`src/bus_pkg.sv`:
```
`default_nettype none

package bus_pkg;

  parameter int WideDataWidth = 128;
  parameter int WordWidth = 32;
  parameter int LaneCount = WideDataWidth / WordWidth;
  parameter int IntgWidth = 7;
  parameter int SourceWidth = 3;
  parameter int AddrWidth = 32;
  parameter int WideMaskWidth = WideDataWidth / 8;
  parameter int WordBytes = WordWidth / 8;

  typedef logic [$clog2(LaneCount)-1:0] lane_t;

  // Request opcodes as on the reference bus
  typedef enum logic [2:0] {
    PutFullData    = 3'h0,
    PutPartialData = 3'h1,
    Get            = 3'h4
  } opcode_e;

  typedef enum logic [2:0] {
    AccessAck     = 3'h0,
    AccessAckData = 3'h1
  } rsp_opcode_e;

  typedef struct packed {
    logic                     valid;
    opcode_e                  opcode;
    logic [1:0]               size;
    logic [SourceWidth-1:0]   source;
    logic [AddrWidth-1:0]     address;
    logic [WideMaskWidth-1:0] mask;
    logic [WideDataWidth-1:0] data;
  } wide_req_t;

  // One word of a wide request, after lane selection
  typedef struct packed {
    logic                   valid;
    logic                   write;
    logic [SourceWidth-1:0] source;
    lane_t                  lane;
    logic [AddrWidth-1:0]   addr;
    logic [WordBytes-1:0]   be;
    logic [WordWidth-1:0]   wdata;
  } word_req_t;

  typedef struct packed {
    logic                     valid;
    rsp_opcode_e              opcode;
    logic [SourceWidth-1:0]   source;
    logic                     error;
    logic [WideDataWidth-1:0] data;
    logic [IntgWidth-1:0]     data_intg;
    logic [IntgWidth-1:0]     rsp_intg;
  } wide_rsp_t;

  // Hamming-style code with an inverted overall parity bit
  function automatic logic [IntgWidth-1:0] intg_encode(logic [WordWidth-1:0] data);
    logic [IntgWidth-1:0] code;
    code = '0;
    for (int i = 0; i < WordWidth; i++) begin
      for (int j = 0; j < 5; j++) begin
        if (i[j]) begin
          code[j] = code[j] ^ data[i];
        end
      end
    end
    code[5] = ^data;
    code[6] = ~(^code[5:0]);
    return code;
  endfunction

endpackage

`default_nettype wire

```
`src/lane_select.sv`:
```
`timescale 1ns/1ns
`default_nettype none

module lane_select
  import bus_pkg::*;
#(
  parameter int MemDepth = 1024
) (
  input  wide_req_t wide_req_i,
  output word_req_t word_req_o
);

  localparam int WideShift = $clog2(WideMaskWidth);
  localparam int LaneShift = $clog2(LaneCount);
  localparam logic [AddrWidth-1:0] IdxMask = AddrWidth'(MemDepth - 1);

  logic [WideMaskWidth-1:0] mask;
  lane_t lane;

  // Reads carry no host mask, so derive it from size and offset
  always_comb begin
    logic [WideMaskWidth-1:0] run;
    run = WideMaskWidth'((1 << (1 << wide_req_i.size)) - 1);
    if (wide_req_i.opcode == Get) begin
      mask = run << wide_req_i.address[WideShift-1:0];
    end else begin
      mask = wide_req_i.mask;
    end
  end

  // Lowest lane with any byte enabled wins
  always_comb begin
    lane = '0;
    for (int i = LaneCount - 1; i >= 0; i--) begin
      if (|mask[i*WordBytes +: WordBytes]) begin
        lane = lane_t'(i);
      end
    end
  end

  always_comb begin
    logic [AddrWidth-1:0] line_addr;
    line_addr = (wide_req_i.address >> WideShift) << LaneShift;
    word_req_o.valid = wide_req_i.valid;
    word_req_o.write = wide_req_i.opcode != Get;
    word_req_o.source = wide_req_i.source;
    word_req_o.lane = lane;
    word_req_o.addr = (line_addr | AddrWidth'(lane)) & IdxMask;
    word_req_o.be = mask[lane*WordBytes +: WordBytes];
    word_req_o.wdata = wide_req_i.data[lane*WordWidth +: WordWidth];
  end

  // A put that enables no byte ends up as an error response
  always_comb begin
    if (wide_req_i.valid && wide_req_i.opcode != Get) begin
      assert (|wide_req_i.mask)
        else $warning("put with all-zero byte mask from source %0d", wide_req_i.source);
    end
  end

endmodule

`default_nettype wire

```
`config.mk`:
```
export PLATFORM = sky130hd
export DESIGN_NAME = lane_select
export DESIGN_NICKNAME = d
export VERILOG_FILES = /design/src/bus_pkg.sv /design/src/lane_select.sv
export SDC_FILE = /design/constraint.sdc
export NUM_CORES = 1
export LEC_CHECK = 0
export BUFFER_PORTS_ARGS = -buffer_cell sky130_fd_sc_hd__buf_4
export CELL_PAD_IN_SITES_DETAIL_PLACEMENT = 0
export CELL_PAD_IN_SITES_GLOBAL_PLACEMENT = 1
export CORE_ASPECT_RATIO = 1.25
export CORE_MARGIN = 1
export CORE_UTILIZATION = 22
export DETAILED_ROUTE_END_ITERATION = 10
export PLACE_DENSITY = 0.9
export REMOVE_ABC_BUFFERS = 1
export SLEW_MARGIN = 20
export SYNTH_ARGS = -nofsm -noshare
export SYNTH_HDL_FRONTEND = slang
export SYNTH_SLANG_ARGS = --single-unit
```
`constraint.sdc`:
```
create_clock -name vclk -period 6.35
set_input_delay 1.27 -clock vclk [all_inputs]
set_output_delay 1.27 -clock vclk [all_outputs]
set_load 0.1 [all_outputs]
```
==> results.json, run 1 <==
{
  "status": "finished, final reports clean",
  "clock.fmax_ghz": 0.176,
  "hpwl_mm": 9.63,
  "rsz0062_at_grt": "no",
  "yosysWarningCount": 0,
  "synthTopCellsByCount": "nor2_1 (44), nand2_1 (42), a211oi_1 (36), buf_4 (36), o221a_1 (33)",
  "critPathMaxFanout": 32,
  "maxSlewViolCount": 0,
  "crit_path_end_kind": "output pin",
  "crit_type": "primary input to output pin",
  "dpl_cell_area_um2": 3840,
  "drt_iter0_markers": 146,
  "num_vias": 3713,
  "p_int_mw": 0.143,
  "synthesis.area_um2": 2440,
  "coreArea_um2": 10700,
  "nets": 719,
  "seqCellArea_um2": 0,
  "syn_avg_cell_area_um2": 6.42,
  "p_per_area_nw_per_um2": 125,
  "die_w_um": 96.2,
  "vias_per_cell": 5.60,
  "worst_slew_pin_slew_ps": 620,
  "seq_cell_count": 0,
  "drc": 0,
  "holdBufCountCts": 0,
  "port_buffers": 194,
  "totalPowerFinal_mw": 0.482,
  "finalSetupViolCount": 0,
  "hold_depth": 0,
  "swShare": 0.704,
  "place.gp.congestion": 0.969,
  "dieArea_um2": 11500,
  "layout-drive-gt1-share": 0.411,
  "crit_arrival_ps": 4420,
  "min_period_ps": 5690,
  "seq_area_frac_synth": 0,
  "n_clock_buffer": 0,
  "wire_per_inst_um": 18.5,
  "relSlewSlack": 0.576,
  "num_antenna_cells": 0,
  "p_leak_nw": 1.72,
  "min_to": "word_req_o[44]",
  "hp-class": "primary input to output pin",
  "synth_top_area_frac": 0.152,
  "ant_nets": 0,
  "period_share": 0.897,
  "finalHoldViolations": 0,
  "syn_inst": 380,
  "switchingPower_mw": 0.340,
  "maxCapViolations": 0,
  "synthTopCellsByArea": "o221a_1 (15%), a211oi_1 (11%), buf_4 (11%)",
  "combPwrFrac": 1.000,
  "worst_hold_startpoint": "wide_req_i[154]",
  "ir_drop_mv": 0.0756,
  "cts_setup_buffers": 0,
  "gr-total-overflow": 0,
  "io_pins": 260,
  "synth_top_area_cell": "o221a_1",
  "routed_wl_mm": 12.3,
  "pwr-share-clk": 0,
  "start_util": 0.229,
  "drt_pass1_iterations": 5,
  "syn2layout_area_growth_pct": 57.7,
  "synth.distinct_cells": 49,
  "startpoint_type": "primary input",
  "grt_use_total": 0.192,
  "grt_pass1_wl_mm": 17.6,
  "die_h_um": 120,
  "grt_max_degree": 44,
  "cts.repair.resized": 0,
  "fin_area_um2": 3840,
  "antenna_found_initial": 0,
  "yosysMostFrequentCell": "nor2_1",
  "critPathRequiredTime_ps": 5080,
  "grt_pass1_vias": 3444,
  "p_seq_frac": 0,
  "rows": 42
}
[metrics by stage]
stage	instances	hold slack (ps)	util	setup WS, ps	TNS [ps]
finish	663	2540	0.360	657	0
global route	663	2540	0.360	332	0
CTS	663	2540	0.360	715	0
detailed placement	663	2540	0.360	720	0
global placement	663	2540	0.360	716	0
floorplan	322	2540	-	-2540	-52570
[per-layer routing]
layer	routed length (um)	vias up	global-route usage	share of wire
li1	-	1734	-	-
met1	4690	1720	0.222	0.38
met2	5890	244	0.341	0.48
met3	1590	15	0.0653	0.13
met4	128	0	0.0271	0.010
met5	0	-	0.0196	0
[power groups by stage]
stage               combinational (mW)  clock (mW)  sequential [mW]
floorplan                        0.321           0                0
global placement                 0.478           0                0
detailed placement               0.481           0                0
CTS                              0.482           0                0
global route                     0.504           0                0
finish                           0.482           0                0
[kinds of logic (layout without fill, tap and decap cells)]
logic type | Yosys count | in the layout | share of synthesized area
buf+inv | 83 | 213 | 0.188
other cells | 1 | 22 | 0.00154
compound gates | 161 | 161 | 0.540
simple gates | 134 | 134 | 0.265
fa+ha+maj | 1 | 1 | 0.00513
[placed cells by master (no fill, tap or decap), types with 4 or more instances in the layout]
| cell | instances |
|---|---|
| conb_1 | 22 |
| o31ai_1 | 32 |
| nor2b_1 | 4 |
| nor3_1 | 10 |
| a21oi_1 | 13 |
| nor2_1 | 44 |
| o221a_1 | 33 |
| inv_1 | 4 |
| nand2_1 | 42 |
| o21ai_0 | 12 |
| a211oi_1 | 36 |
| o221ai_1 | 6 |
| nand2b_1 | 8 |
| and2_1 | 4 |
| nor4_1 | 5 |
| buf_4 | 206 |
[worst max-delay path, stage by stage]
cell and delay (ps):
buf_4 180, nor2_1 240, ha_1 420, nor3_1 140, nor4_1 450, o21ai_0 210
a21oi_1 210, nor4_1 110, or3_1 410, buf_12 190, o221a_1 310, buf_4 260
[final cells by class]
type               instances  area [um^2]
inverters                  4         15.0
repair buffers           209         1610
fillers                 1142         6820
well taps                132          165
multi-input cells        318         2060
[how the worst max path moves through the flow]
stage                     end  cells past startpoint  slack (ps)             from
6_report        word_req_o[5]                     12         660  wide_req_i[180]
5_1_grt        word_req_o[21]                     12         330  wide_req_i[180]
4_1_cts        word_req_o[21]                     12         710  wide_req_i[180]
3_3_place_gp    word_req_o[5]                     12         720  wide_req_i[180]
3_5_place_dp   word_req_o[21]                     12         720  wide_req_i[180]
2_1_floorplan  word_req_o[37]                      6       -2540  wide_req_i[182]
Note: power is estimated with default switching activity, not from simulation.
==> inputs of run 2 (changes only) <==
==> constraint.sdc (replaced) <==
create_clock -name vclk -period 6.01
set_input_delay 0.601 -clock vclk [all_inputs]
set_output_delay 0.601 -clock vclk [all_outputs]
set_load 0.1 [all_outputs]
==> results.json, run 2 (synthesis gave the netlist of run 1 again) <==
{
  "status": "finished, final reports clean",
  "finalHoldViolations": 0,
  "syn2layout_area_growth_pct": 54.6,
  "setup_tns_ps": 0,
  "wire_per_inst_um": 18.6,
  "swShare": 0.708,
  "cp_common_cell": "buf_4",
  "final_core_util": 0.353,
  "switchingPower_mw": 0.359,
  "grt_use_total": 0.191,
  "die_h_um": 120,
  "gr-total-overflow": 0,
  "period_share": 0.773,
  "seq_cell_count": 0,
  "antenna_found_initial": 0,
  "pre_cts_ws_ps": 1390,
  "layout-drive-gt1-share": 0.405,
  "place.gp.congestion": 0.932,
  "critPathMaxFanout": 32,
  "num_vias": 3619,
  "port_buffers": 194,
  "hpwl_mm": 9.36,
  "crit_arrival_ps": 4050,
  "combPwrFrac": 1.000,
  "num_antenna_cells": 0,
  "startpoint_type": "primary input",
  "grt_max_degree": 69,
  "p_per_area_nw_per_um2": 134,
  "final_cell_mix": "buf_4 (204), nor2_1 (44), nand2_1 (42)",
  "setup_slack_ps": 1360,
  "n_clock_buffer": 0,
  "rsz0062_at_grt": "no",
  "pwr-share-clk": 0,
  "drt_pass1_iterations": 4,
  "seqCellArea_um2": 0,
  "routed_wl_mm": 12.2,
  "multi_input_area_um2": 2060,
  "p_int_mw": 0.148,
  "maxSlewViolCount": 0,
  "ant_nets": 0,
  "crit_path_end_kind": "output pin",
  "dieArea_um2": 11500,
  "hp-class": "primary input to output pin",
  "rows": 42,
  "nFillCells": 1114,
  "holdBufCountCts": 0,
  "totalPowerFinal_mw": 0.506,
  "nets": 714,
  "crit_family": "compound AO/OA/AOI/OAI gates",
  "cts_setup_buffers": 0,
  "grt_pass1_vias": 3426,
  "p_seq_frac": 0,
  "final_common_cell": "buf_4",
  "worst-path-buf-inv": 4,
  "die_w_um": 96.2,
  "ir_drop_mv": 0.0630,
  "grt_pass1_wl_mm": 17.4,
  "crit_chain": "buf_4, nor2_1, ha_1, nor3_1, a2111oi_0, a211oi_1, o211a_1, buf_4, nand2b_1, or3_1, buf_4, o221a_1, buf_4",
  "worst_slew_pin_slew_ps": 824,
  "vias_per_cell": 5.50,
  "clock.fmax_ghz": 0.215,
  "slowest_delay_ps": 620,
  "crit_type": "primary input to output pin",
  "critPathRequiredTime_ps": 5410,
  "relSlewSlack": 0.451,
  "cts.repair.resized": 0,
  "maxCapViolations": 0,
  "coreArea_um2": 10700,
  "drc": 0,
  "min_period_ps": 4650,
  "io_pins": 260,
  "finalSetupViolCount": 0,
  "start_util": 0.229,
  "p_leak_nw": 1.68,
  "slowest_stage": "a2111oi_0",
  "drt_iter0_markers": 168
}
-- run 2: cell count changes in the layout (fill, tap and decap cells not counted) --
cell | before | now
buf_12 | 3 | 0
buf_4 | 206 | 204
-- run 2: power groups by stage --
| stage | clock, mW | sequential (mW) | combinational, mW |
|---|---|---|---|
| floorplan | 0 | 0 | 0.340 |
| detailed placement | 0 | 0 | 0.505 |
| global route | 0 | 0 | 0.530 |
| global placement | 0 | 0 | 0.502 |
| finish | 0 | 0 | 0.506 |
| CTS | 0 | 0 | 0.506 |
-- run 2: final timing paths --
path,startpoint,endpoint,cells past startpoint
setup / recovery,wide_req_i[180],word_req_o[7],13
hold / removal,wide_req_i[154],word_req_o[44],0
-- run 2: layout make-up --
class,instances,area share
Inverter,4,0.00398
Multi-Input combinational cell,318,0.546
Tap cell,132,0.0438
Timing Repair Buffer,204,0.406
-- run 2: per-stage QoR --
stage                     std cells  area [um^2]  hold WS, ps
after floorplan                 322         2070         1200
after global placement          658         3770         1200
after detailed placement        658         3770         1200
after CTS                       658         3770         1200
after global routing            658         3770         1200
final                           658         3770         1200
-- run 2: per-layer routing --
metal / wire, um / global-route usage / up-vias
li1: - / - / 1724
met1: 4580 / 0.222 / 1674
met2: 5890 / 0.336 / 213
met3: 1660 / 0.0710 / 8
met4: 82 / 0.0187 / 0
met5: 0 / 0.0196 / -
