**config.mk**
```make
export PLATFORM = sky130hd
export DESIGN_NAME = rsp_integrity
export DESIGN_NICKNAME = d
export VERILOG_FILES = /design/src/bus_pkg.sv /design/src/rsp_integrity.sv
export SDC_FILE = /design/constraint.sdc
export NUM_CORES = 1
export LEC_CHECK = 0
export BUFFER_PORTS_ARGS = -buffer_cell sky130_fd_sc_hd__buf_4
export CORE_AREA = 3 3 160 162
export DETAILED_ROUTE_END_ITERATION = 12
export DIE_AREA = 0 0 163 165
export PLACE_DENSITY = 0.49
export SLEW_MARGIN = 10
export SYNTH_ARGS = -nofsm -noshare
export SYNTH_HDL_FRONTEND = slang
export SYNTH_SLANG_ARGS = --single-unit
```
**constraint.sdc**
```tcl
create_clock -name clk_i -period 7.9 [get_ports clk_i]
set_input_delay 0.79 -clock clk_i [delete_from_list [all_inputs] [get_ports clk_i]]
set_output_delay 0.79 -clock clk_i [all_outputs]
set_load 0.02 [all_outputs]
```
**src/bus_pkg.sv**
```systemverilog
`default_nettype none

package bus_pkg;

  parameter int WideDataWidth = 128;
  parameter int WordWidth = 32;
  parameter int LaneCount = WideDataWidth / WordWidth;
  parameter int IntgWidth = 7;
  parameter int SourceWidth = 3;
  parameter int AddrWidth = 32;
  parameter int WideMaskWidth = WideDataWidth / 8;
  parameter int WordBytes = WordWidth / 8;

  typedef logic [$clog2(LaneCount)-1:0] lane_t;

  // Request opcodes as on the reference bus
  typedef enum logic [2:0] {
    PutFullData    = 3'h0,
    PutPartialData = 3'h1,
    Get            = 3'h4
  } opcode_e;

  typedef enum logic [2:0] {
    AccessAck     = 3'h0,
    AccessAckData = 3'h1
  } rsp_opcode_e;

  typedef struct packed {
    logic                     valid;
    opcode_e                  opcode;
    logic [1:0]               size;
    logic [SourceWidth-1:0]   source;
    logic [AddrWidth-1:0]     address;
    logic [WideMaskWidth-1:0] mask;
    logic [WideDataWidth-1:0] data;
  } wide_req_t;

  // One word of a wide request, after lane selection
  typedef struct packed {
    logic                   valid;
    logic                   write;
    logic [SourceWidth-1:0] source;
    lane_t                  lane;
    logic [AddrWidth-1:0]   addr;
    logic [WordBytes-1:0]   be;
    logic [WordWidth-1:0]   wdata;
  } word_req_t;

  typedef struct packed {
    logic                     valid;
    rsp_opcode_e              opcode;
    logic [SourceWidth-1:0]   source;
    logic                     error;
    logic [WideDataWidth-1:0] data;
    logic [IntgWidth-1:0]     data_intg;
    logic [IntgWidth-1:0]     rsp_intg;
  } wide_rsp_t;

  // Hamming-style code with an inverted overall parity bit
  function automatic logic [IntgWidth-1:0] intg_encode(logic [WordWidth-1:0] data);
    logic [IntgWidth-1:0] code;
    code = '0;
    for (int i = 0; i < WordWidth; i++) begin
      for (int j = 0; j < 5; j++) begin
        if (i[j]) begin
          code[j] = code[j] ^ data[i];
        end
      end
    end
    code[5] = ^data;
    code[6] = ~(^code[5:0]);
    return code;
  endfunction

endpackage

`default_nettype wire

```
**src/rsp_integrity.sv**
```systemverilog
`timescale 1ns/1ns
`default_nettype none

module rsp_integrity
  import bus_pkg::*;
(
  input  logic                   clk_i,
  input  logic                   rst_ni,
  input  word_req_t              grant_req_i,
  input  logic                   rvalid_i,
  input  logic [SourceWidth-1:0] rsp_source_i,
  input  logic                   rsp_error_i,
  input  logic [WordWidth-1:0]   rdata_i,
  output wide_rsp_t              host0_rsp_o,
  output wide_rsp_t              host1_rsp_o
);

  localparam int SourceCount = 1 << SourceWidth;

  typedef struct packed {
    logic  write;
    lane_t lane;
  } lane_entry_t;

  lane_entry_t lane_table_q [SourceCount];
  lane_entry_t entry;
  wide_rsp_t   rsp;

  always_ff @(posedge clk_i or negedge rst_ni) begin
    if (!rst_ni) begin
      for (int i = 0; i < SourceCount; i++) begin
        lane_table_q[i] <= '0;
      end
    end else if (grant_req_i.valid) begin
      lane_table_q[grant_req_i.source] <= '{write: grant_req_i.write, lane: grant_req_i.lane};
    end
  end

  assign entry = lane_table_q[rsp_source_i];

  always_comb begin
    rsp = '0;
    rsp.valid = rvalid_i;
    rsp.opcode = entry.write ? AccessAck : AccessAckData;
    rsp.source = rsp_source_i;
    rsp.error = rsp_error_i;
    rsp.data[entry.lane*WordWidth +: WordWidth] = rdata_i;
    rsp.data_intg = intg_encode(rdata_i);
    // Metadata word: opcode in 2:0, size 2 in 4:3, error in 5
    rsp.rsp_intg = intg_encode(WordWidth'({rsp_error_i, 2'b10, rsp.opcode}));
  end

  // Steer by host bit of the source
  always_comb begin
    host0_rsp_o = rsp;
    host1_rsp_o = rsp;
    host0_rsp_o.valid = rvalid_i && !rsp_source_i[SourceWidth-1];
    host1_rsp_o.valid = rvalid_i && rsp_source_i[SourceWidth-1];
  end

  // Memory answers exactly one cycle after a grant, for the same source
  assert property (@(posedge clk_i) disable iff (!rst_ni)
    rvalid_i |-> ($past(grant_req_i.valid) && rsp_source_i == $past(grant_req_i.source)));

endmodule

`default_nettype wire

```
==> impl_metrics.toml, run 1 <==
[placement]
port_buffers = 335
place_congestion = 0.718
hpwl_mm = 13.7

[logic_synthesis]
netlist.area_leader.share_pct = 31.0
synth-simple-area-share_pct = 24.1
synth-seq-cells = 24
synth_cells = 445
synth_top_area_cell = "buf_4"
post_synth.cell_area_avg_um2 = 8.72
synthMuxAreaShare_pct = 12.0
synthAdderAreaFrac_pct = 1.29
ys_async_sr_fraction_pct = 100
synth.cell_area_um2 = 3880
synthTopCellsByArea = "buf_4 31%, and2_1 19%, dfrtp_1 15%"
ys.warnings.count = 0
synth_top_family_by_area = "buffers and inverters"
yosysSeqAreaShare_pct = 15.5
synth-compound-area-share_pct = 0
synth_xor_area_share_pct = 14.4
synth_ff_type = "dfrtp_1"
synth-edff-count = 0
ys_types = 28

[clock_tree]
cts_buffers = 3
insertion_delay_ps = 260
cts_buffer_depth = 2
path_clk_slew_ps = 60
tritoncts = "done"
cts_sinks = 24
ctsHoldBuffers = 0
htreeDepth = 1
post_cts_buffers = 0
cts_root_buf = "clkbuf_16"
postCtsResizedCells = 0

[worst_setup_path]
r2r_setup_slack_ps = 7150
r2r_start = "lane_table_q[12]"
critPathMostFrequentCell = "buf_4"
worstRegToRegCells = 1
r2r-end = "lane_table_q[12]"
worstSetupPathType = "in2out"
path_max_fanout = 18
slowest_stage = "mux4_1"
cp.required_ps = 7110
crit_path_start = "rsp_source_i[0]"
worstPathArrival_ps = 3550
crit_path_start_kind = "input pin"
critPathCapture = "host1_rsp_o[28]"
path_cells = "buf_4, mux4_1, mux2i_4, ha_1, nor3b_4, buf_4, and2_1, buf_4"
cpPeakStageDelay_ps = 640
crit_path_end_kind = "primary output"

[sta]
slew_headroom_pct = 52.4
tightest_slew_ps = 713
rsz0062_at_grt = "no"
fin_tns_setup_ps = 0
setup_viol_count_final = 0
slew_viol_final = 0
max_freq_ghz = 0.230
period_share_pct = 54.9
finalHoldViolCount = 0
skew_ps = 0
finalCriticalPeriod_ps = 4340

[finish]
top_register = "lane_table_q"
largest_register_ffs = 24
reg_top3 = "lane_table_q x24"
nFillCells = 2684
drive_gt1_share_pct = 61.2
fin_nets = 742
syn_to_final_growth_pct = 47.4

[die]
core_um2 = 24200
num_io_pins = 414
die_h_um = 165
die-area_um2 = 26900
initial_core_util_pct = 16.0
rows = 57
dieWidth_um = 163

[power_and_ir_drop]
p_leak_nw = 2.96
ir_worst_vdd_uv = 427
power.density_nw_per_um2 = 229
finalPower_w = 0.00131

[global_routing]
grt_first_pass_wirelength_mm = 21.4
overflow = 0
grt_max_degree = 33
grtUsageTotal_pct = 10.5
grt_pass1_vias = 3303
antenna_found_initial = 2

[route]
viasPerCell = 3.56
wl_per_cell_um = 17.2
ant_nets = 0
routed_wl_mm = 16.3
drc_errors = 0
drt_iter0_markers = 98
drt_first_pass_iters = 4
vias = 3371

[flow_run]
maxCapViolations = 0

[hold_path]
min_path_type = "in2async"

[outcome]
status = "completed"
-- per-stage QoR --
stage	cells	utilization (%)	setup WS, ps	instance area [µm²]	hold WS (ps)
floorplan	454	-	3960	3910	470
global placement	943	23.1	3460	5610	483
detailed placement	943	23.1	3450	5610	490
CTS	947	23.6	3450	5720	428
global route	947	23.6	3370	5720	441
finish	948	23.6	3560	5720	424
-- logic make-up (layout without fill, tap and decap cells) --
kind of cell,Yosys count,in the layout
and+or+nand+nor,145,145
xor gates and xnor gates,62,62
other,1,11
DFF,24,24
muxes,33,33
buffers and inverters,176,345
adders and majority gates,4,4
-- synth_stat cells, drive strengths merged (2+ instances only) --
cell type  count
mux2i          3
clkbuf        12
nor2b          2
nand4b         3
xnor2         55
dfrtp         24
and3           2
nor3           2
inv            3
buf          161
ha             4
mux2          24
mux4           6
nor3b          3
xor2           6
and2         129
-- placed cells by master, fill, tap and decap left out, types with 2 or more instances in the layout --
master	count
buf_4	338
and2_1	120
xnor2_1	55
mux2_2	24
dfrtp_1	24
conb_1	10
and2_2	9
xor2_1	6
mux4_1	5
ha_1	4
inv_1	3
nand4b_1	3
clkbuf_16	3
mux2i_1	2
nor2b_1	2
and3_2	2
nor3_1	2
nor3b_1	2
-- final cells by class --
cell class	count	area, µm²	area share [%]
clock inverter	1	30.0	0.525
timing repair buffer	338	2540	44.4
tap	324	405	7.09
inverter	3	11.3	0.197
clock buffer	3	75.1	1.31
multi-input combinational	254	2060	36.0
antenna	1	2.50	0.0437
sequential	24	601	10.5
-- metal layers --
metal  part of all wire (%)  vias up  wire length, µm  GRT usage [%]
met4                   0.36        0               58           1.04
met5                      0        -                0              0
li1                       -     1596                -              -
met3                    6.8        5             1100          0.828
met1                     41     1599             6640           13.8
met2                     52      171             8460           19.5
-- worst min path at each step --
stage / slack [ps] / to / startpoint / cells past startpoint
floorplan: 470 / lane_table_q[6] / lane_table_q[6] / 1
global placement: 480 / lane_table_q[3] / lane_table_q[3] / 1
detailed placement: 490 / lane_table_q[2] / lane_table_q[2] / 1
CTS: 430 / lane_table_q[18] / rst_ni / 1
global route: 440 / lane_table_q[18] / rst_ni / 1
finish: 420 / lane_table_q[19] / rst_ni / 1
-- report_power, final --
part / total, W / switching [W] / internal (W) / leakage (nW)
registers: 0.000161 / 0.0000112 / 0.000150 / 0.288
logic: 0.00101 / 0.000579 / 0.000428 / 2.62
clock network: 0.000144 / 0.0000436 / 0.000101 / 0.0511
-- critical path: cells and delay by family --
| family | cells | cell delay (ps) |
|---|---|---|
| adders and majority gates | 1 | 320 |
| muxes | 2 | 880 |
| buffers and inverters | 3 | 680 |
| and+or+nand+nor | 2 | 860 |
(Power assumes the default switching activity.)
==> inputs of run 2 (changes only) <==
--- a/config.mk
+++ b/config.mk
@@ -6,10 +6,10 @@
 export NUM_CORES = 1
 export LEC_CHECK = 0
 export BUFFER_PORTS_ARGS = -buffer_cell sky130_fd_sc_hd__buf_4
-export CORE_AREA = 3 3 160 162
+export CORE_AREA = 3 3 159 161
 export DETAILED_ROUTE_END_ITERATION = 12
-export DIE_AREA = 0 0 163 165
-export PLACE_DENSITY = 0.49
+export DIE_AREA = 0 0 162 164
+export PLACE_DENSITY = 0.51
 export SLEW_MARGIN = 10
 export SYNTH_ARGS = -nofsm -noshare
 export SYNTH_HDL_FRONTEND = slang
==> constraint.sdc (replaced) <==
create_clock -name clk_i -period 3.57 [get_ports clk_i]
set_input_delay 0.357 -clock clk_i [delete_from_list [all_inputs] [get_ports clk_i]]
set_output_delay 0.357 -clock clk_i [all_outputs]
set_load 0.02 [all_outputs]
==> run 2 against run 1 <==
Sequential share of layout area did not move. Sequential power is 120% higher. Cell area unchanged. Clock power up 62%. Non-clock buffer count grew 4. Power grew 120%. Sequential cell count did not move. First-iteration DRC count shrank 19%.
==> impl_metrics.toml, run 2 (synthesized netlist as in run 1, its figures left out) <==
[die]
die_h_um = 164
dieWidth_um = 162
num_io_pins = 414
rows = 57
die-area_um2 = 26600
core_um2 = 24100
initial_core_util_pct = 16.1

[sta]
period_share_pct = 89.6
finalHoldViolCount = 0
slew_headroom_pct = 60.8
finalCriticalPeriod_ps = 3200
slew_viol_final = 0
setup_viol_count_final = 0
rsz0062_at_grt = "no"
tightest_slew_ps = 587
max_freq_ghz = 0.313
fin_tns_setup_ps = 0
skew_ps = 0

[power_and_ir_drop]
p_leak_nw = 2.97
power.density_nw_per_um2 = 496
ir_worst_vdd_uv = 627
finalPower_w = 0.00284

[placement]
hpwl_mm = 12.9
dp.cells = 947
place_congestion = 0.674
placed_area_um2 = 5640
port_buffers = 335

[route]
viasPerCell = 3.49
drc_errors = 0
routed_wl_mm = 15.4
ant_nets = 0
vias = 3317
drt_iter0_markers = 79
drt_first_pass_iters = 4
wl_per_cell_um = 16.2

[clock_tree]
insertion_delay_ps = 250
htreeDepth = 1
cts_buffer_depth = 2
cts_sinks = 24
ctsHoldBuffers = 0
cts_buffers = 3
tritoncts = "done"
path_clk_slew_ps = 60
postCtsResizedCells = 0
cts_root_buf = "clkbuf_16"
post_cts_buffers = 0

[finish]
top_register = "lane_table_q"
final_cells = 950
layout_commonest_cell = "buf_4"
final_area_um2 = 5720
multiInputGateArea_um2 = 2060
drive_gt1_share_pct = 61.2
final_cell_mix = "342 x buf_4, 120 x and2_1, 55 x xnor2_1, 24 x mux2_2, 24 x dfrtp_1"
largest_register_ffs = 24
nFillCells = 2618
fin_nets = 746
syn_to_final_growth_pct = 47.4
reg_top3 = "lane_table_q x24"
register_area_um2 = 601
diodes = 0

[worst_setup_path]
crit_path_end_kind = "primary output"
crit_path_start_kind = "flop"
path_max_fanout = 32
worstSetupPathType = "reg2out"
cp.required_ps = 3210
r2r_setup_slack_ps = 2820
worstPathArrival_ps = 2840
worstRegToRegCells = 1

[global_routing]
grtUsageTotal_pct = 10.0
overflow = 0
grt_pass1_vias = 3271
antenna_found_initial = 1
grt_max_degree = 33
grt_first_pass_wirelength_mm = 20.3

[hold_path]
min_path_type = "in2async"

[outcome]
status = "completed"

[flow_run]
maxCapViolations = 0
## run 2: changes by cell type in the layout (fill, tap and decap cells not counted), sizes merged
cell,previous run,this run
diode,1,0
buf,338,342
bufinv,1,0
## run 2: path summary, 6_finish.rpt
kind / start / to
min in group clk_i: grant_req_i[69] / lane_table_q[22]
max: lane_table_q[19] / host0_rsp_o[98]
min reg2reg: lane_table_q[1] / lane_table_q[1]
max reg2reg: lane_table_q[13] / lane_table_q[13]
max in group asynchronous: rst_ni / lane_table_q[4]
min: rst_ni / lane_table_q[16]
## run 2: worst max-delay path: stages, from the launching register on
cell and delay (ps):
dfrtp_1 370, mux4_1 530, mux2i_1 290, ha_1 280, nor2b_1 200, and3_4 490, and2_1 250, buf_4 170
## run 2: layout make-up
class                           count  share of cell area, %
Clock buffer                        3                   1.31
Inverter                            3                  0.197
Multi-Input combinational cell    254                   36.0
Sequential cell                    24                   10.5
Tap cell                          324                   7.09
Timing Repair Buffer              342                   44.9
## run 2: per-layer routing
metal	track usage [%]	up-vias	part of all wire, %
met3	1.01	6	6.3
met5	0	-	0
met2	19.0	169	52
met4	0.737	0	0.53
li1	-	1609	-
met1	12.7	1533	41
## run 2: power by group
group / switching (W) / internal (W) / leakage [nW]
registers: 0.0000250 / 0.000332 / 0.288
clock network: 0.0000852 / 0.000148 / 0.0370
logic: 0.00128 / 0.000967 / 2.64
total: 0.00139 / 0.00145 / 2.97
## run 2: stage by stage
step | util, % | setup slack (ps) | hold slack, ps
6_report | 23.7 | 372 | 1.05
5_1_grt | 23.7 | 190 | 15.8
2_1_floorplan | - | 500 | 61.4
3_3_place_gp | 23.4 | 189 | 278
4_1_cts | 23.7 | 117 | 7.44
3_5_place_dp | 23.4 | 141 | 279
==> inputs of run 3 (changes only) <==
--- a/config.mk
+++ b/config.mk
@@ -6,10 +6,10 @@
 export NUM_CORES = 1
 export LEC_CHECK = 0
 export BUFFER_PORTS_ARGS = -buffer_cell sky130_fd_sc_hd__buf_4
-export CORE_AREA = 3 3 159 161
+export CORE_AREA = 3 3 160 162
 export DETAILED_ROUTE_END_ITERATION = 12
-export DIE_AREA = 0 0 162 164
-export PLACE_DENSITY = 0.51
+export DIE_AREA = 0 0 163 165
+export PLACE_DENSITY = 0.49
 export SLEW_MARGIN = 10
 export SYNTH_ARGS = -nofsm -noshare
 export SYNTH_HDL_FRONTEND = slang
==> constraint.sdc (replaced) <==
create_clock -name clk_i -period 3.72 [get_ports clk_i]
set_input_delay 0.372 -clock clk_i [delete_from_list [all_inputs] [get_ports clk_i]]
set_output_delay 0.372 -clock clk_i [all_outputs]
set_load 0.02 [all_outputs]
==> run 3 against run 2 <==
First-iteration DRC count down 18%. Die area increased by 1.2%. Combinational power fell by 4%. Clock skew is the same. Sequential power shrank 4%. Worst setup slack worse by 20 ps. Worst hold slack better by 4.9 ps. Utilization is essentially flat. Wire length grew 7.2%. Critical endpoint is now host1_rsp_o[94]. Highest routed layer unchanged.
==> impl_metrics.toml, run 3 (synthesized netlist as in run 1, its figures left out) <==
[finish]
final_area_um2 = 5760
final_cell_mix = "340 x buf_4, 120 x and2_1, 55 x xnor2_1, 24 x mux2_2, 24 x dfrtp_1"
top_register = "lane_table_q"
final_util_pct = 23.7
diodes = 0
register_area_um2 = 601
syn_to_final_growth_pct = 48.4
drive_gt1_share_pct = 61.4
largest_register_ffs = 24
layout_commonest_cell = "buf_4"
nFillCells = 2717
reg_top3 = "lane_table_q x24"
fin_nets = 746
multiInputGateArea_um2 = 2060

[global_routing]
grt_max_degree = 30
use_met2_pct = 19.8
met3_usage_pct = 1.03
grt_first_pass_wirelength_mm = 21.9
grt_busiest_layer = "met2"
overflow = 0
grt_pass1_vias = 3387
met1_usage_pct = 14.0
grtUsageTotal_pct = 10.7
antenna_found_initial = 0

[worst_setup_path]
slowest_stage = "mux4_1"
crit_buf_inv = 2
worstSetupPathType = "reg2out"
path_max_fanout = 20
crit_path_start_kind = "flop"
crit_path_end_kind = "primary output"
cp.required_ps = 3350
cpPeakStageDelay_ps = 530
critical_path.top_delay_family = "simple AND/OR/NAND/NOR gates"
worstRegToRegCells = 1
critPathMostFrequentCell = "buf_4"
crit_cells = 8
worstPathArrival_ps = 3000
path_cells = "mux4_1, mux2i_1, ha_1, nor2b_1, and3_2, buf_4, and2_1, buf_4"

[die]
rows = 57
core_um2 = 24200
die_h_um = 165
die-area_um2 = 26900
initial_core_util_pct = 16.0
dieWidth_um = 163
num_io_pins = 414

[sta]
period_share_pct = 90.5
finalCriticalPeriod_ps = 3370
tightest_slew_ps = 530
rsz0062_at_grt = "no"
finalHoldViolCount = 0
slew_viol_final = 0
setup_slack_ps = 352
setup_viol_count_final = 0
skew_ps = 0
fin_tns_setup_ps = 0
slew_headroom_pct = 64.6
max_freq_ghz = 0.297

[clock_tree]
cts_buffers = 3
path_clk_slew_ps = 60
cts_sinks = 24
htreeDepth = 1
postCtsResizedCells = 0
post_cts_buffers = 0
tritoncts = "done"
cts_root_buf = "clkbuf_16"
insertion_delay_ps = 250
cts_buffer_depth = 2
ctsHoldBuffers = 0

[power_and_ir_drop]
seqPwrFrac_pct = 12.5
ir_worst_vdd_uv = 499
switching_share_pct = 48.9
finalPower_w = 0.00275
pwr-share-clk_pct = 9.3
power.density_nw_per_um2 = 478
switchingPower_w = 0.00134
p_leak_nw = 2.98
power.internal_w = 0.00141
combinationalPowerShare_pct = 78.2

[placement]
preCtsSetupSlack_ps = 324
hpwl_mm = 13.9
placed_area_um2 = 5670
place_congestion = 0.741
port_buffers = 335

[route]
viasPerCell = 3.54
drc_errors = 0
vias = 3366
routed_wl_mm = 16.5
wl_per_cell_um = 17.3
drt_first_pass_iters = 4
drt_iter0_markers = 65
ant_nets = 0

[flow_run]
maxCapViolations = 0

[hold_path]
min_path_type = "in2async"

[outcome]
status = "completed"
[run 3: cell count changes in the layout (fill, tap and decap cells not counted), sizes merged]
cell,delta
clkbuf,+1
[run 3: layout make-up]
class / count / area share (%)
Multi-Input combinational cell: 254 / 35.8
Clock buffer: 4 / 1.54
Sequential cell: 24 / 10.4
Tap cell: 324 / 7.04
Inverter: 3 / 0.196
Timing Repair Buffer: 342 / 45.0
[run 3: metrics by stage]
stage	hold WS, ps	std cells
3_3_place_gp	293	947
6_report	5.98	951
4_1_cts	17.6	951
5_1_grt	25.7	951
3_5_place_dp	290	947
2_1_floorplan	76.4	454
[run 3: final timing paths]
check	to	slack (ps)	from
max	host1_rsp_o[94]	350	lane_table_q[19]
min	lane_table_q[20]	6	rst_ni
max reg2reg	lane_table_q[12]	2960	lane_table_q[12]
min reg2reg	lane_table_q[0]	500	lane_table_q[0]
max in group asynchronous	lane_table_q[11]	3470	rst_ni
min in group clk_i	lane_table_q[18]	410	grant_req_i[68]
[run 3: power by group through the flow]
stage	registers, W	clock network, W	logic (W)
CTS	0.000343	0.000262	0.00220
global route	0.000350	0.000272	0.00229
detailed placement	0.000348	0	0.00219
global placement	0.000347	0	0.00219
finish	0.000343	0.000256	0.00215
floorplan	0.000339	0	0.00152
[run 3: metal layers]
layer	routed length [µm]	share of wire (%)	vias up
met5	0	0	-
li1	-	-	1606
met4	112	0.68	0
met2	8550	52	168
met1	6800	41	1584
met3	1010	6.1	8
