File: src/bus_pkg.sv
`default_nettype none

package bus_pkg;

  parameter int WideDataWidth = 128;
  parameter int WordWidth = 32;
  parameter int LaneCount = WideDataWidth / WordWidth;
  parameter int IntgWidth = 7;
  parameter int SourceWidth = 3;
  parameter int AddrWidth = 32;
  parameter int WideMaskWidth = WideDataWidth / 8;
  parameter int WordBytes = WordWidth / 8;

  typedef logic [$clog2(LaneCount)-1:0] lane_t;

  // Request opcodes as on the reference bus
  typedef enum logic [2:0] {
    PutFullData    = 3'h0,
    PutPartialData = 3'h1,
    Get            = 3'h4
  } opcode_e;

  typedef enum logic [2:0] {
    AccessAck     = 3'h0,
    AccessAckData = 3'h1
  } rsp_opcode_e;

  typedef struct packed {
    logic                     valid;
    opcode_e                  opcode;
    logic [1:0]               size;
    logic [SourceWidth-1:0]   source;
    logic [AddrWidth-1:0]     address;
    logic [WideMaskWidth-1:0] mask;
    logic [WideDataWidth-1:0] data;
  } wide_req_t;

  // One word of a wide request, after lane selection
  typedef struct packed {
    logic                   valid;
    logic                   write;
    logic [SourceWidth-1:0] source;
    lane_t                  lane;
    logic [AddrWidth-1:0]   addr;
    logic [WordBytes-1:0]   be;
    logic [WordWidth-1:0]   wdata;
  } word_req_t;

  typedef struct packed {
    logic                     valid;
    rsp_opcode_e              opcode;
    logic [SourceWidth-1:0]   source;
    logic                     error;
    logic [WideDataWidth-1:0] data;
    logic [IntgWidth-1:0]     data_intg;
    logic [IntgWidth-1:0]     rsp_intg;
  } wide_rsp_t;

  // Hamming-style code with an inverted overall parity bit
  function automatic logic [IntgWidth-1:0] intg_encode(logic [WordWidth-1:0] data);
    logic [IntgWidth-1:0] code;
    code = '0;
    for (int i = 0; i < WordWidth; i++) begin
      for (int j = 0; j < 5; j++) begin
        if (i[j]) begin
          code[j] = code[j] ^ data[i];
        end
      end
    end
    code[5] = ^data;
    code[6] = ~(^code[5:0]);
    return code;
  endfunction

endpackage

`default_nettype wire

File: src/bus_arbiter.sv
`timescale 1ns/1ns
`default_nettype none

module bus_arbiter
  import bus_pkg::*;
(
  input  logic      clk_i,
  input  logic      rst_ni,
  input  word_req_t req0_i,
  input  word_req_t req1_i,
  output logic      ready0_o,
  output logic      ready1_o,
  output word_req_t grant_req_o
);

  typedef enum logic {
    PrioHost0,
    PrioHost1
  } prio_e;

  prio_e prio_q;
  logic  both_req;

  assign both_req = req0_i.valid && req1_i.valid;

  assign ready0_o = req0_i.valid && (!req1_i.valid || prio_q == PrioHost0);
  assign ready1_o = req1_i.valid && (!req0_i.valid || prio_q == PrioHost1);

  always_comb begin
    grant_req_o = ready1_o ? req1_i : req0_i;
    grant_req_o.valid = ready0_o || ready1_o;
  end

  // Only contended grants move the pointer
  always_ff @(posedge clk_i or negedge rst_ni) begin
    if (!rst_ni) begin
      prio_q <= PrioHost0;
    end else if (both_req) begin
      prio_q <= ready0_o ? PrioHost1 : PrioHost0;
    end
  end

  assert property (@(posedge clk_i) disable iff (!rst_ni)
    !(ready0_o && ready1_o));

  // Loser of a contended cycle is served next if it still holds its request
  assert property (@(posedge clk_i) disable iff (!rst_ni)
    (both_req && ready0_o) |=> (!req1_i.valid || ready1_o));

  assert property (@(posedge clk_i) disable iff (!rst_ni)
    (both_req && ready1_o) |=> (!req0_i.valid || ready0_o));

endmodule

`default_nettype wire

File: config.mk
export PLATFORM = sky130hd
export DESIGN_NAME = bus_arbiter
export DESIGN_NICKNAME = d
export VERILOG_FILES = /design/src/bus_pkg.sv /design/src/bus_arbiter.sv
export SDC_FILE = /design/constraint.sdc
export NUM_CORES = 1
export LEC_CHECK = 0
export BUFFER_PORTS_ARGS = -buffer_cell sky130_fd_sc_hd__buf_2
export CORE_AREA = 8 8 82 84
export CTS_CLUSTER_DIAMETER = 80
export DETAILED_ROUTE_END_ITERATION = 10
export DIE_AREA = 0 0 90 92
export PLACE_DENSITY = 0.71
export SLEW_MARGIN = 0
export SYNTH_ARGS = -nofsm -noshare
export SYNTH_HDL_FRONTEND = slang
export SYNTH_SLANG_ARGS = --single-unit
File: constraint.sdc
create_clock -name clk_i -period 1.45 [get_ports clk_i]
set_input_delay 0.145 -clock clk_i [delete_from_list [all_inputs] [get_ports clk_i]]
set_output_delay 0.145 -clock clk_i [all_outputs]
set_load 0.01 [all_outputs]
==> results by group, run 1 <==
Synth
  – Netlist cell types: 13
  – Synth top area share: 60.3%
  – Synth Flop Type: dfrtp_1
  – Top cells by area, synth: mux2_4 (60%), mux2_2 (23%), buf_12 (8.2%)
  – Synth Warn #: 0
  – Post-synthesis sequential area ratio: 2.05%
  – Syn avg cell area: 13.6 um2
  – Cells after Synth: 90
  – Most common cell in the netlist: mux2_4
  – Top cells by count, synth: mux2_4 (49), mux2_2 (25), buf_12 (5)
  – Yosys reg bits: 1
  – Post-Syn Area: 1220 um2
  – Post-synth EDFFs: 0
  – Mapped Nets: 242
  – Async SR Flop Fraction: 100%
  – Yosys top cell by area: mux2_4

Setup path
  – R2r endpoint: prio_q
  – Reg2Reg Setup Slack: 0.56 ns
  – Worst Setup End Kind: output port
  – CP Class: reg2out
  – Setup crit start: prio_q
  – Worst path bufs/invs: 3
  – CP arrival: 1.38 ns
  – Critical Path Max Stage Delay: 0.38 ns
  – Slowest-stage cell, CP: dfrtp_1
  – Critical Path Fanout Max: 10
  – R2R depth: 3
  – CP top delay family: buffers and inverters
  – Worst reg2reg path startpoint: prio_q
  – Startpoint Class: register
  – Cell Chain, Critical Path: o21ai_4 > buf_12 > buf_16 > mux2_4 > buf_6
  – Crit path required time: 1.31 ns

Status
  – Violated checks: negative setup slack
  – Status: complete, but fails checks

Placed design
  – HPWL after DPL: 5.77 mm
  – # port buffers: 228
  – GP Congestion: 0.795
  – DP Worst Slack: -0.103 ns

Flow run
  – Max cap viols: 0

STA
  – Fin crit share: 105%
  – Final Critical Period: 1.53 ns
  – Least-Margin Pin Slew: 0.194 ns
  – Fin. Hold Viols: 0
  – Sum Neg Setup Slack: -3.98 ns
  – Max-slew violation count: 0
  – Hold WS: 0.438 ns
  – Setup violations, final: 74
  – Slew HR: 87.0%
  – Highest clock rate: 655 MHz
  – Clk_skew: 0 ns
  – Unrepaired setup endpoints after global routing: yes
  – Final WS setup: -0.0776 ns

Route
  – Drt initial violations: 23
  – Via-to-Cell Ratio: 4.33
  – Drt wl/cell: 19.2 um
  – Overall routed net length: 7.66 mm
  – Detail Route Antenna Nets: 0
  – Via count: 1729
  – DR pass1 iterations: 3
  – DRC Markers: 0

Power and ir drop
  – Lkg Pwr: 1.84 nW
  – Total power: 2.30 mW
  – Maximum VDD drop: 475 uV
  – Power per Cell Area: 731 nW/um2

Die
  – Die height: 92 um
  – IO Pins: 229
  – Core ar.: 5410 um2
  – Initial Utilization: 22.6%
  – Die width: 90 um
  – DIE AREA: 8280 um2
  – Std-Cell Rows: 27

Final layout
  – Top reg by flops: prio_q
  – Final Net Count: 481
  – Synthesis-to-layout area growth: 158%
  – Register area: 25.0 um2
  – Top flop regs: prio_q x1
  – Fillers: 453
  – Max reg flops: 1
  – Area of the multi-input gates: 1120 um2
  – Antenna diodes: 0
  – Share of cells above drive strength 1: 98.2%
  – Post-layout util: 58.2%

CTS
  – Clock-pin slew on the worst setup and hold paths: 0 ns
  – Clock Latency Late Sink: 0 ns

Hold path
  – Hold Path End: prio_q
  – Hold Path Depth: 3
  – Worst hold start: req0_i[74]
  – Worst hold path class: in2reg

Global routing
  – GRT Total Usage: 14.4%
  – Initial antenna violation count: 0
  – Largest net degree at the start of global routing: 22
  – Global-route wire length before repair: 10.1 mm
  – Vias in the first global route: 1903
  – Total gr overflow: 0
==> cell usage in the layout (no fill, tap or decap) <==
cell and instances:
a21oi_1 1, buf_12 2, buf_16 3, buf_2 158, buf_4 2, buf_6 73
buf_8 1, clkbuf_16 5, dfrtp_1 1, dlygate4sd3_1 1, inv_1 1, inv_2 1
mux2_2 8, mux2_4 66, nand2_1 1, o21ai_4 1, or2_2 1, xnor2_1 1
==> where the power goes <==
group	internal, mW	switching, mW	total, mW
Sequential	0.0430	0.0150	0.0580
Combinational	1.46	0.785	2.24
Clock	0	0	0
==> how the worst max path moves through the flow <==
stage	to	slack [ns]	cells after the start
after floorplan	grant_req_o[24]	0.10	4
after global placement	grant_req_o[3]	-0.07	4
after detailed placement	grant_req_o[1]	-0.10	4
after CTS	grant_req_o[1]	-0.07	5
after global routing	grant_req_o[2]	-0.12	5
final	grant_req_o[68]	-0.08	5
==> kinds of logic after synthesis <==
| group | count (synthesis) | share of synthesized area (%) |
|---|---|---|
| AOI/OAI and AO/OA | 2 | 1.74 |
| xor gates and xnor gates | 1 | 0.718 |
| buffers and inverters | 10 | 11.3 |
| DFF | 1 | 2.05 |
| muxes | 74 | 83.4 |
| and+or+nand+nor | 2 | 0.821 |
==> routing by layer <==
metal	GRT usage, %	part of all wire (%)	wire (um)	vias up
met1	15.9	37	2850	786
met3	4.73	9.8	747	0
li1	-	-	-	816
met5	0	0	0	-
met2	27.7	53	4060	127
met4	0	0	0	0
==> what timing repair did <==
item / 4_1_cts / 5_1_grt
pin swaps: 0 / 1
endpoints found under the setup margin: 74 / 74
gates cloned: 2 / 7
buffers inserted: 3 / 1
hold buffers: 1 / 0
hold endpoints to repair: 1 / 0
resized for setup: 21 / 75
==> area by class of cell <==
class | count | area share, %
Multi-Input combinational cell | 79 | 35.7
Tap cell | 72 | 2.87
Timing Repair Buffer | 245 | 60.4
Inverter | 2 | 0.239
Sequential cell | 1 | 0.796
==> tightest hold or removal path, cell delays in order <==
cell and delay [ns]:
buf_2 0.11, nand2_1 0.07, xnor2_1 0.06
==> metrics by stage <==
step | cells | instance area, um2
after global routing | 399 | 3140
after detailed placement | 385 | 2370
after CTS | 391 | 2590
after floorplan | 90 | 1220
final | 399 | 3140
after global placement | 385 | 2370
Note: power is estimated with default switching activity, not from simulation.
==> run 2: changes to the inputs <==
--- a/config.mk
+++ b/config.mk
@@ -6,11 +6,13 @@
 export NUM_CORES = 1
 export LEC_CHECK = 0
 export BUFFER_PORTS_ARGS = -buffer_cell sky130_fd_sc_hd__buf_2
-export CORE_AREA = 8 8 82 84
+export CELL_PAD_IN_SITES_DETAIL_PLACEMENT = 0
+export CELL_PAD_IN_SITES_GLOBAL_PLACEMENT = 1
+export CORE_MARGIN = 8
+export CORE_UTILIZATION = 16
 export CTS_CLUSTER_DIAMETER = 80
 export DETAILED_ROUTE_END_ITERATION = 10
-export DIE_AREA = 0 0 90 92
-export PLACE_DENSITY = 0.71
+export PLACE_DENSITY = 0.81
 export SLEW_MARGIN = 0
 export SYNTH_ARGS = -nofsm -noshare
 export SYNTH_HDL_FRONTEND = slang
==> run 2 against run 1 <==
Net effect:
- the flow still finishes with violations (negative setup slack)
- combinational power is essentially flat
- global-route usage shrank 3.6 points
- cell count grew 7.5%
- cell area grew 0.60%
- utilization shrank 16 points
- power shrank 1.1%
- register-to-register slack gained 0.12 ns
- worst hold slack gained 0.042 ns
- largest power group unchanged
==> results by group, run 2 (synthesized netlist as in run 1, its figures left out) <==
Status
  – Status: complete, but fails checks
  – Violated checks: negative setup slack

Final layout
  – Final Net Count: 481
  – Top flop regs: prio_q x1
  – Most common cell after layout, fill and taps aside: buf_2
  – Antenna diodes: 0
  – Top reg by flops: prio_q
  – Design Area, Final: 3160 um2
  – Synthesis-to-layout area growth: 159%
  – Non-Filler Instances: 429
  – Max reg flops: 1
  – Share of cells above drive strength 1: 98.2%
  – Commonest cells after routing, fill and taps aside: buf_2 (158), buf_6 (74), mux2_4 (60)

Global routing
  – Initial antenna violation count: 0
  – Total gr overflow: 0
  – Largest net degree at the start of global routing: 21
  – Vias in the first global route: 1918
  – Global-route wire length before repair: 9.39 mm
  – GRT Total Usage: 10.9%

Power and ir drop
  – Total power: 2.27 mW
  – Maximum VDD drop: 335 uV
  – Power per Cell Area: 719 nW/um2
  – Lkg Pwr: 1.81 nW

STA
  – Fin crit share: 105%
  – Unrepaired setup endpoints after global routing: yes
  – Least-Margin Pin Slew: 0.160 ns
  – Hold WS: 0.481 ns
  – Final Critical Period: 1.52 ns
  – Fin. Hold Viols: 0
  – Slew HR: 89.3%
  – Max-slew violation count: 0
  – Final WS setup: -0.0729 ns
  – Highest clock rate: 657 MHz
  – Setup violations, final: 65
  – Clk_skew: 0 ns

Die
  – Core ar.: 7570 um2
  – Std-Cell Rows: 32
  – IO Pins: 229
  – DIE AREA: 10700 um2
  – Die width: 103 um
  – Initial Utilization: 16.1%
  – Die height: 103 um

Flow run
  – Max cap viols: 0

CTS
  – Clock Latency Late Sink: 0 ns
  – Clock-pin slew on the worst setup and hold paths: 0 ns

Route
  – Drt initial violations: 8
  – DRC Markers: 0
  – Overall routed net length: 7.58 mm
  – Via count: 1698
  – Detail Route Antenna Nets: 0
  – Drt wl/cell: 17.7 um
  – DR pass1 iterations: 2
  – Via-to-Cell Ratio: 3.96

Setup path
  – CP Class: reg2out
  – Startpoint Class: register
  – Reg2Reg Setup Slack: 0.68 ns
  – Crit path required time: 1.31 ns
  – Worst reg2reg path startpoint: prio_q
  – R2r endpoint: prio_q
  – CP arrival: 1.38 ns
  – R2R depth: 2
  – Worst Setup End Kind: output port
  – Critical Path Fanout Max: 9

Placed design
  – Dpl cell area: 2410 um2
  – DP Worst Slack: -0.121 ns
  – HPWL after DPL: 5.77 mm
  – GP Congestion: 0.768
  – # port buffers: 228
  – Dpl cells: 416

Hold path
  – Worst hold path class: in2async
## run 2: changes by cell type in the layout (fill, tap and decap cells not counted)
cell    change
mux2_4      -6
buf_8       -1
buf_12      -1
mux2_2      +6
buf_16      +1
buf_6       +1
## run 2: layer usage
metal	global-route usage (%)	share of wire (%)	wire length, um	vias up
met5	0	0	0	-
li1	-	-	-	817
met3	3.08	13	1010	0
met1	10.8	35	2660	753
met4	0	0	0	0
met2	22.6	52	3910	128
## run 2: critical path: stages (launching register included)
cell and delay [ns]:
dfrtp_1 0.39, o21ai_4 0.17, buf_12 0.18, buf_16 0.15, mux2_2 0.35, buf_6 0.12
## run 2: per-stage QoR
| step | utilization, % | TNS [ns] |
|---|---|---|
| 3_5_place_dp | 31.9 | -4.85 |
| 6_report | 41.8 | -2.28 |
| 3_3_place_gp | 31.9 | -2.66 |
| 2_1_floorplan | - | 0 |
| 5_1_grt | 41.8 | -7.10 |
| 4_1_cts | 37.3 | -5.40 |
## run 2: where the power goes
| group | leakage (nW) | switching, mW | internal [mW] |
|---|---|---|---|
| Combinational | 1.80 | 0.785 | 1.43 |
| Clock | 0 | 0 | 0 |
| Sequential | 0.0117 | 0.0156 | 0.0430 |
## run 2: how the worst max path moves through the flow
stage,start,cells after the start,slack [ns],endpoint
floorplan,prio_q,4,0.10,grant_req_o[24]
global placement,prio_q,4,-0.09,grant_req_o[73]
detailed placement,prio_q,4,-0.12,grant_req_o[73]
CTS,prio_q,5,-0.12,grant_req_o[73]
global route,prio_q,5,-0.14,grant_req_o[4]
finish,prio_q,5,-0.07,grant_req_o[4]
## run 2: final cells by class
class / count / area [um2]
timing repair buffer: 245 / 1900
multi-input combinational: 79 / 1100
fill: 731 / 4400
tap: 102 / 128
sequential: 1 / 25.0
inverter: 2 / 7.51
## run 2: repair_timing
action	4_1_cts	5_1_grt
pin swaps	1	1
setup buffers	2	0
hold buffers	1	0
setup endpoints to repair	74	74
gates resized for setup	54	35
gates cloned	2	8
endpoints found under the hold margin	1	0
==> run 3: changes to the inputs <==
--- a/config.mk
+++ b/config.mk
@@ -5,11 +5,12 @@
 export SDC_FILE = /design/constraint.sdc
 export NUM_CORES = 1
 export LEC_CHECK = 0
+export ABC_AREA = 1
 export BUFFER_PORTS_ARGS = -buffer_cell sky130_fd_sc_hd__buf_2
 export CELL_PAD_IN_SITES_DETAIL_PLACEMENT = 0
 export CELL_PAD_IN_SITES_GLOBAL_PLACEMENT = 1
 export CORE_MARGIN = 8
-export CORE_UTILIZATION = 16
+export CORE_UTILIZATION = 14
 export CTS_CLUSTER_DIAMETER = 80
 export DETAILED_ROUTE_END_ITERATION = 10
 export PLACE_DENSITY = 0.81
==> run 3 against run 2 <==
Net effect:
- worst hold slack got worse by 0.024 ns
- first-iteration DRC count rose to 20 times the previous value
- via count rose by 56%
- the flow now finishes without violations
- sequential share of layout area rose by 0.20 points
- sequential cell count did not move
==> results by group, run 3 <==
Synth
  – Mapped Nets: 420
  – Netlist cell types: 12
  – Post-Syn Area: 1310 um2
  – Yosys top cell by area: nand3_1
  – Syn avg cell area: 4.88 um2
  – Async SR Flop Fraction: 100%
  – Yosys reg bits: 1
  – Cells after Synth: 268
  – Top cells by count, synth: nand3_1 (149), nand2_1 (80), buf_4 (19)
  – Synth Warn #: 0
  – Top cells by area, synth: nand3_1 (57%), nand2_1 (23%), buf_4 (11%)
  – Synth Flop Type: dfrtp_1
  – Post-synth EDFFs: 0
  – Most common cell in the netlist: nand3_1
  – Post-synthesis sequential area ratio: 1.91%
  – Synth top area share: 57.0%

Setup path
  – CP arrival: 1.16 ns
  – Startpoint Class: register
  – Critical Path Max Stage Delay: 0.39 ns
  – Critical Path Fanout Max: 29
  – Crit path required time: 1.31 ns
  – CP Class: reg2out
  – Slowest-stage cell, CP: dfrtp_1
  – Cell Chain, Critical Path: inv_2 > nand2_2 > buf_4 > nand3_1 > nand2_1 > buf_2
  – Worst Setup End Kind: output port

STA
  – Highest clock rate: 766 MHz
  – Least-Margin Pin Slew: 0.415 ns
  – Clk_skew: 0 ns
  – Slew HR: 72.3%
  – Setup violations, final: 0
  – Final Critical Period: 1.31 ns
  – Sum Neg Setup Slack: 0 ns
  – Max-slew violation count: 0
  – Unrepaired setup endpoints after global routing: no
  – Fin crit share: 90.0%
  – Fin. Hold Viols: 0

Final layout
  – Max reg flops: 1
  – Fillers: 1060
  – Synthesis-to-layout area growth: 93.0%
  – Top flop regs: prio_q x1
  – Antenna diodes: 0
  – Final Net Count: 626
  – Commonest cells after routing, fill and taps aside: buf_2 (228), nand3_1 (149), nand2_1 (78)
  – Top reg by flops: prio_q
  – Share of cells above drive strength 1: 51.3%
  – Most common cell after layout, fill and taps aside: buf_2
  – Design Area, Final: 2530 um2

Global routing
  – GRT Total Usage: 11.5%
  – Initial antenna violation count: 0
  – Total gr overflow: 0
  – Global-route wire length before repair: 12.6 mm
  – Largest net degree at the start of global routing: 46
  – Vias in the first global route: 2598

Die
  – Core ar.: 9150 um2
  – Die height: 113 um
  – Std-Cell Rows: 35
  – Initial Utilization: 14.3%
  – DIE AREA: 12700 um2
  – IO Pins: 229
  – Die width: 113 um

Route
  – Via-to-Cell Ratio: 4.55
  – Drt initial violations: 161
  – Met3 wire len: 853 um
  – DR pass1 iterations: 4
  – Overall routed net length: 8.26 mm
  – Detail Route Antenna Nets: 0
  – Highest routed layer: met4
  – Drt wl/cell: 14.2 um
  – Metal-1 WL: 3.10 mm
  – Via count: 2651
  – Met2 WL: 4.24 mm
  – DRC Markers: 0

Status
  – Status: complete, no violations

Power and ir drop
  – Pint: 0.579 mW
  – Net Sw Power: 0.684 mW
  – Power per Cell Area: 500 nW/um2
  – Maximum VDD drop: 217 uV
  – Clk pwr share: 0%
  – Switch share: 54.2%
  – Sequential Power Share: 3.2%
  – Lkg Pwr: 1.66 nW
  – Combinational power share: 96.8%

CTS
  – Clock Latency Late Sink: 0 ns
  – Post-CTS Setup Inserts: 0
  – Clock-pin slew on the worst setup and hold paths: 0 ns
  – Cts repair resizes: 0

Hold path
  – Worst hold path class: in2reg

Placed design
  – Dpl cell area: 2520 um2
  – GP Congestion: 0.838
  – HPWL after DPL: 6.73 mm
  – # port buffers: 228

Flow run
  – Max cap viols: 0
[run 3: cell count changes in the layout (fill, tap and decap cells not counted)]
cell	change
nand2_1	+77
inv_2	+1
buf_2	+70
buf_6	-74
nand2_2	+3
inv_1	-1
mux2_2	-14
o21ai_4	-1
buf_16	-4
xnor2_1	-1
buf_12	+5
mux2_4	-60
nand3_1	+149
clkbuf_16	-5
[run 3: power groups by stage]
| stage | registers (mW) | logic (mW) | clock network, mW |
|---|---|---|---|
| finish | 0.0409 | 1.22 | 0 |
| CTS | 0.0410 | 1.24 | 0 |
| floorplan | 0.0399 | 0.681 | 0 |
| global placement | 0.0404 | 1.22 | 0 |
| detailed placement | 0.0408 | 1.24 | 0 |
| global route | 0.0426 | 1.35 | 0 |
[run 3: worst paths after layout]
kind	start	endpoint	slack (ns)	cells past startpoint
max	prio_q	grant_req_o[36]	0.14	6
min	req0_i[74]	prio_q	0.46	3
max reg2reg	prio_q	prio_q	0.77	3
min reg2reg	prio_q	prio_q	0.56	2
max in group asynchronous	rst_ni	prio_q	0.90	2
min in group asynchronous	rst_ni	prio_q	0.47	2
[run 3: kinds of logic (layout without fill, tap and decap cells)]
group,count (synthesis),count (layout),synth area share [%]
compound gates,1,1,0.382
flops,1,1,1.91
simple gates,231,231,80.9
buf+inv,35,239,16.8
[run 3: layout make-up]
| type | instances | area (um2) | area share [%] |
|---|---|---|---|
| timing repair buffer | 237 | 1290 | 50.9 |
| inverter | 2 | 7.51 | 0.297 |
| multi-input combinational | 232 | 1070 | 42.3 |
| tap | 111 | 139 | 5.50 |
| sequential | 1 | 25.0 | 0.991 |
[run 3: through the flow]
| stage | worst slack (ns) | cells | utilization [%] | hold WS (ns) | total power, mW |
|---|---|---|---|---|---|
| after floorplan | 0.349 | 268 | - | -0.151 | 0.721 |
| after global placement | 0.160 | 582 | 27.5 | -0.0783 | 1.26 |
| after detailed placement | 0.142 | 582 | 27.5 | -0.0764 | 1.28 |
| after CTS | 0.135 | 583 | 27.6 | 0.463 | 1.28 |
| after global routing | 0.0206 | 583 | 27.6 | 0.483 | 1.40 |
| final | 0.145 | 583 | 27.6 | 0.457 | 1.26 |
[run 3: layer usage]
layer | GRT usage (%) | vias up
met5 | 0 | -
met4 | 0.899 | 0
met3 | 3.70 | 6
met2 | 21.6 | 127
met1 | 12.5 | 1191
li1 | - | 1327
[run 3: timing repair]
action,CTS,global route
hold endpoints to repair,1,0
endpoints found under the setup margin,0,0
hold buffers,1,0
[run 3: critical path, delay by kind of cell (launching register included)]
family | cells | cell delay, ns
buf+inv | 3 | 0.47
flops | 1 | 0.39
simple gates | 3 | 0.29
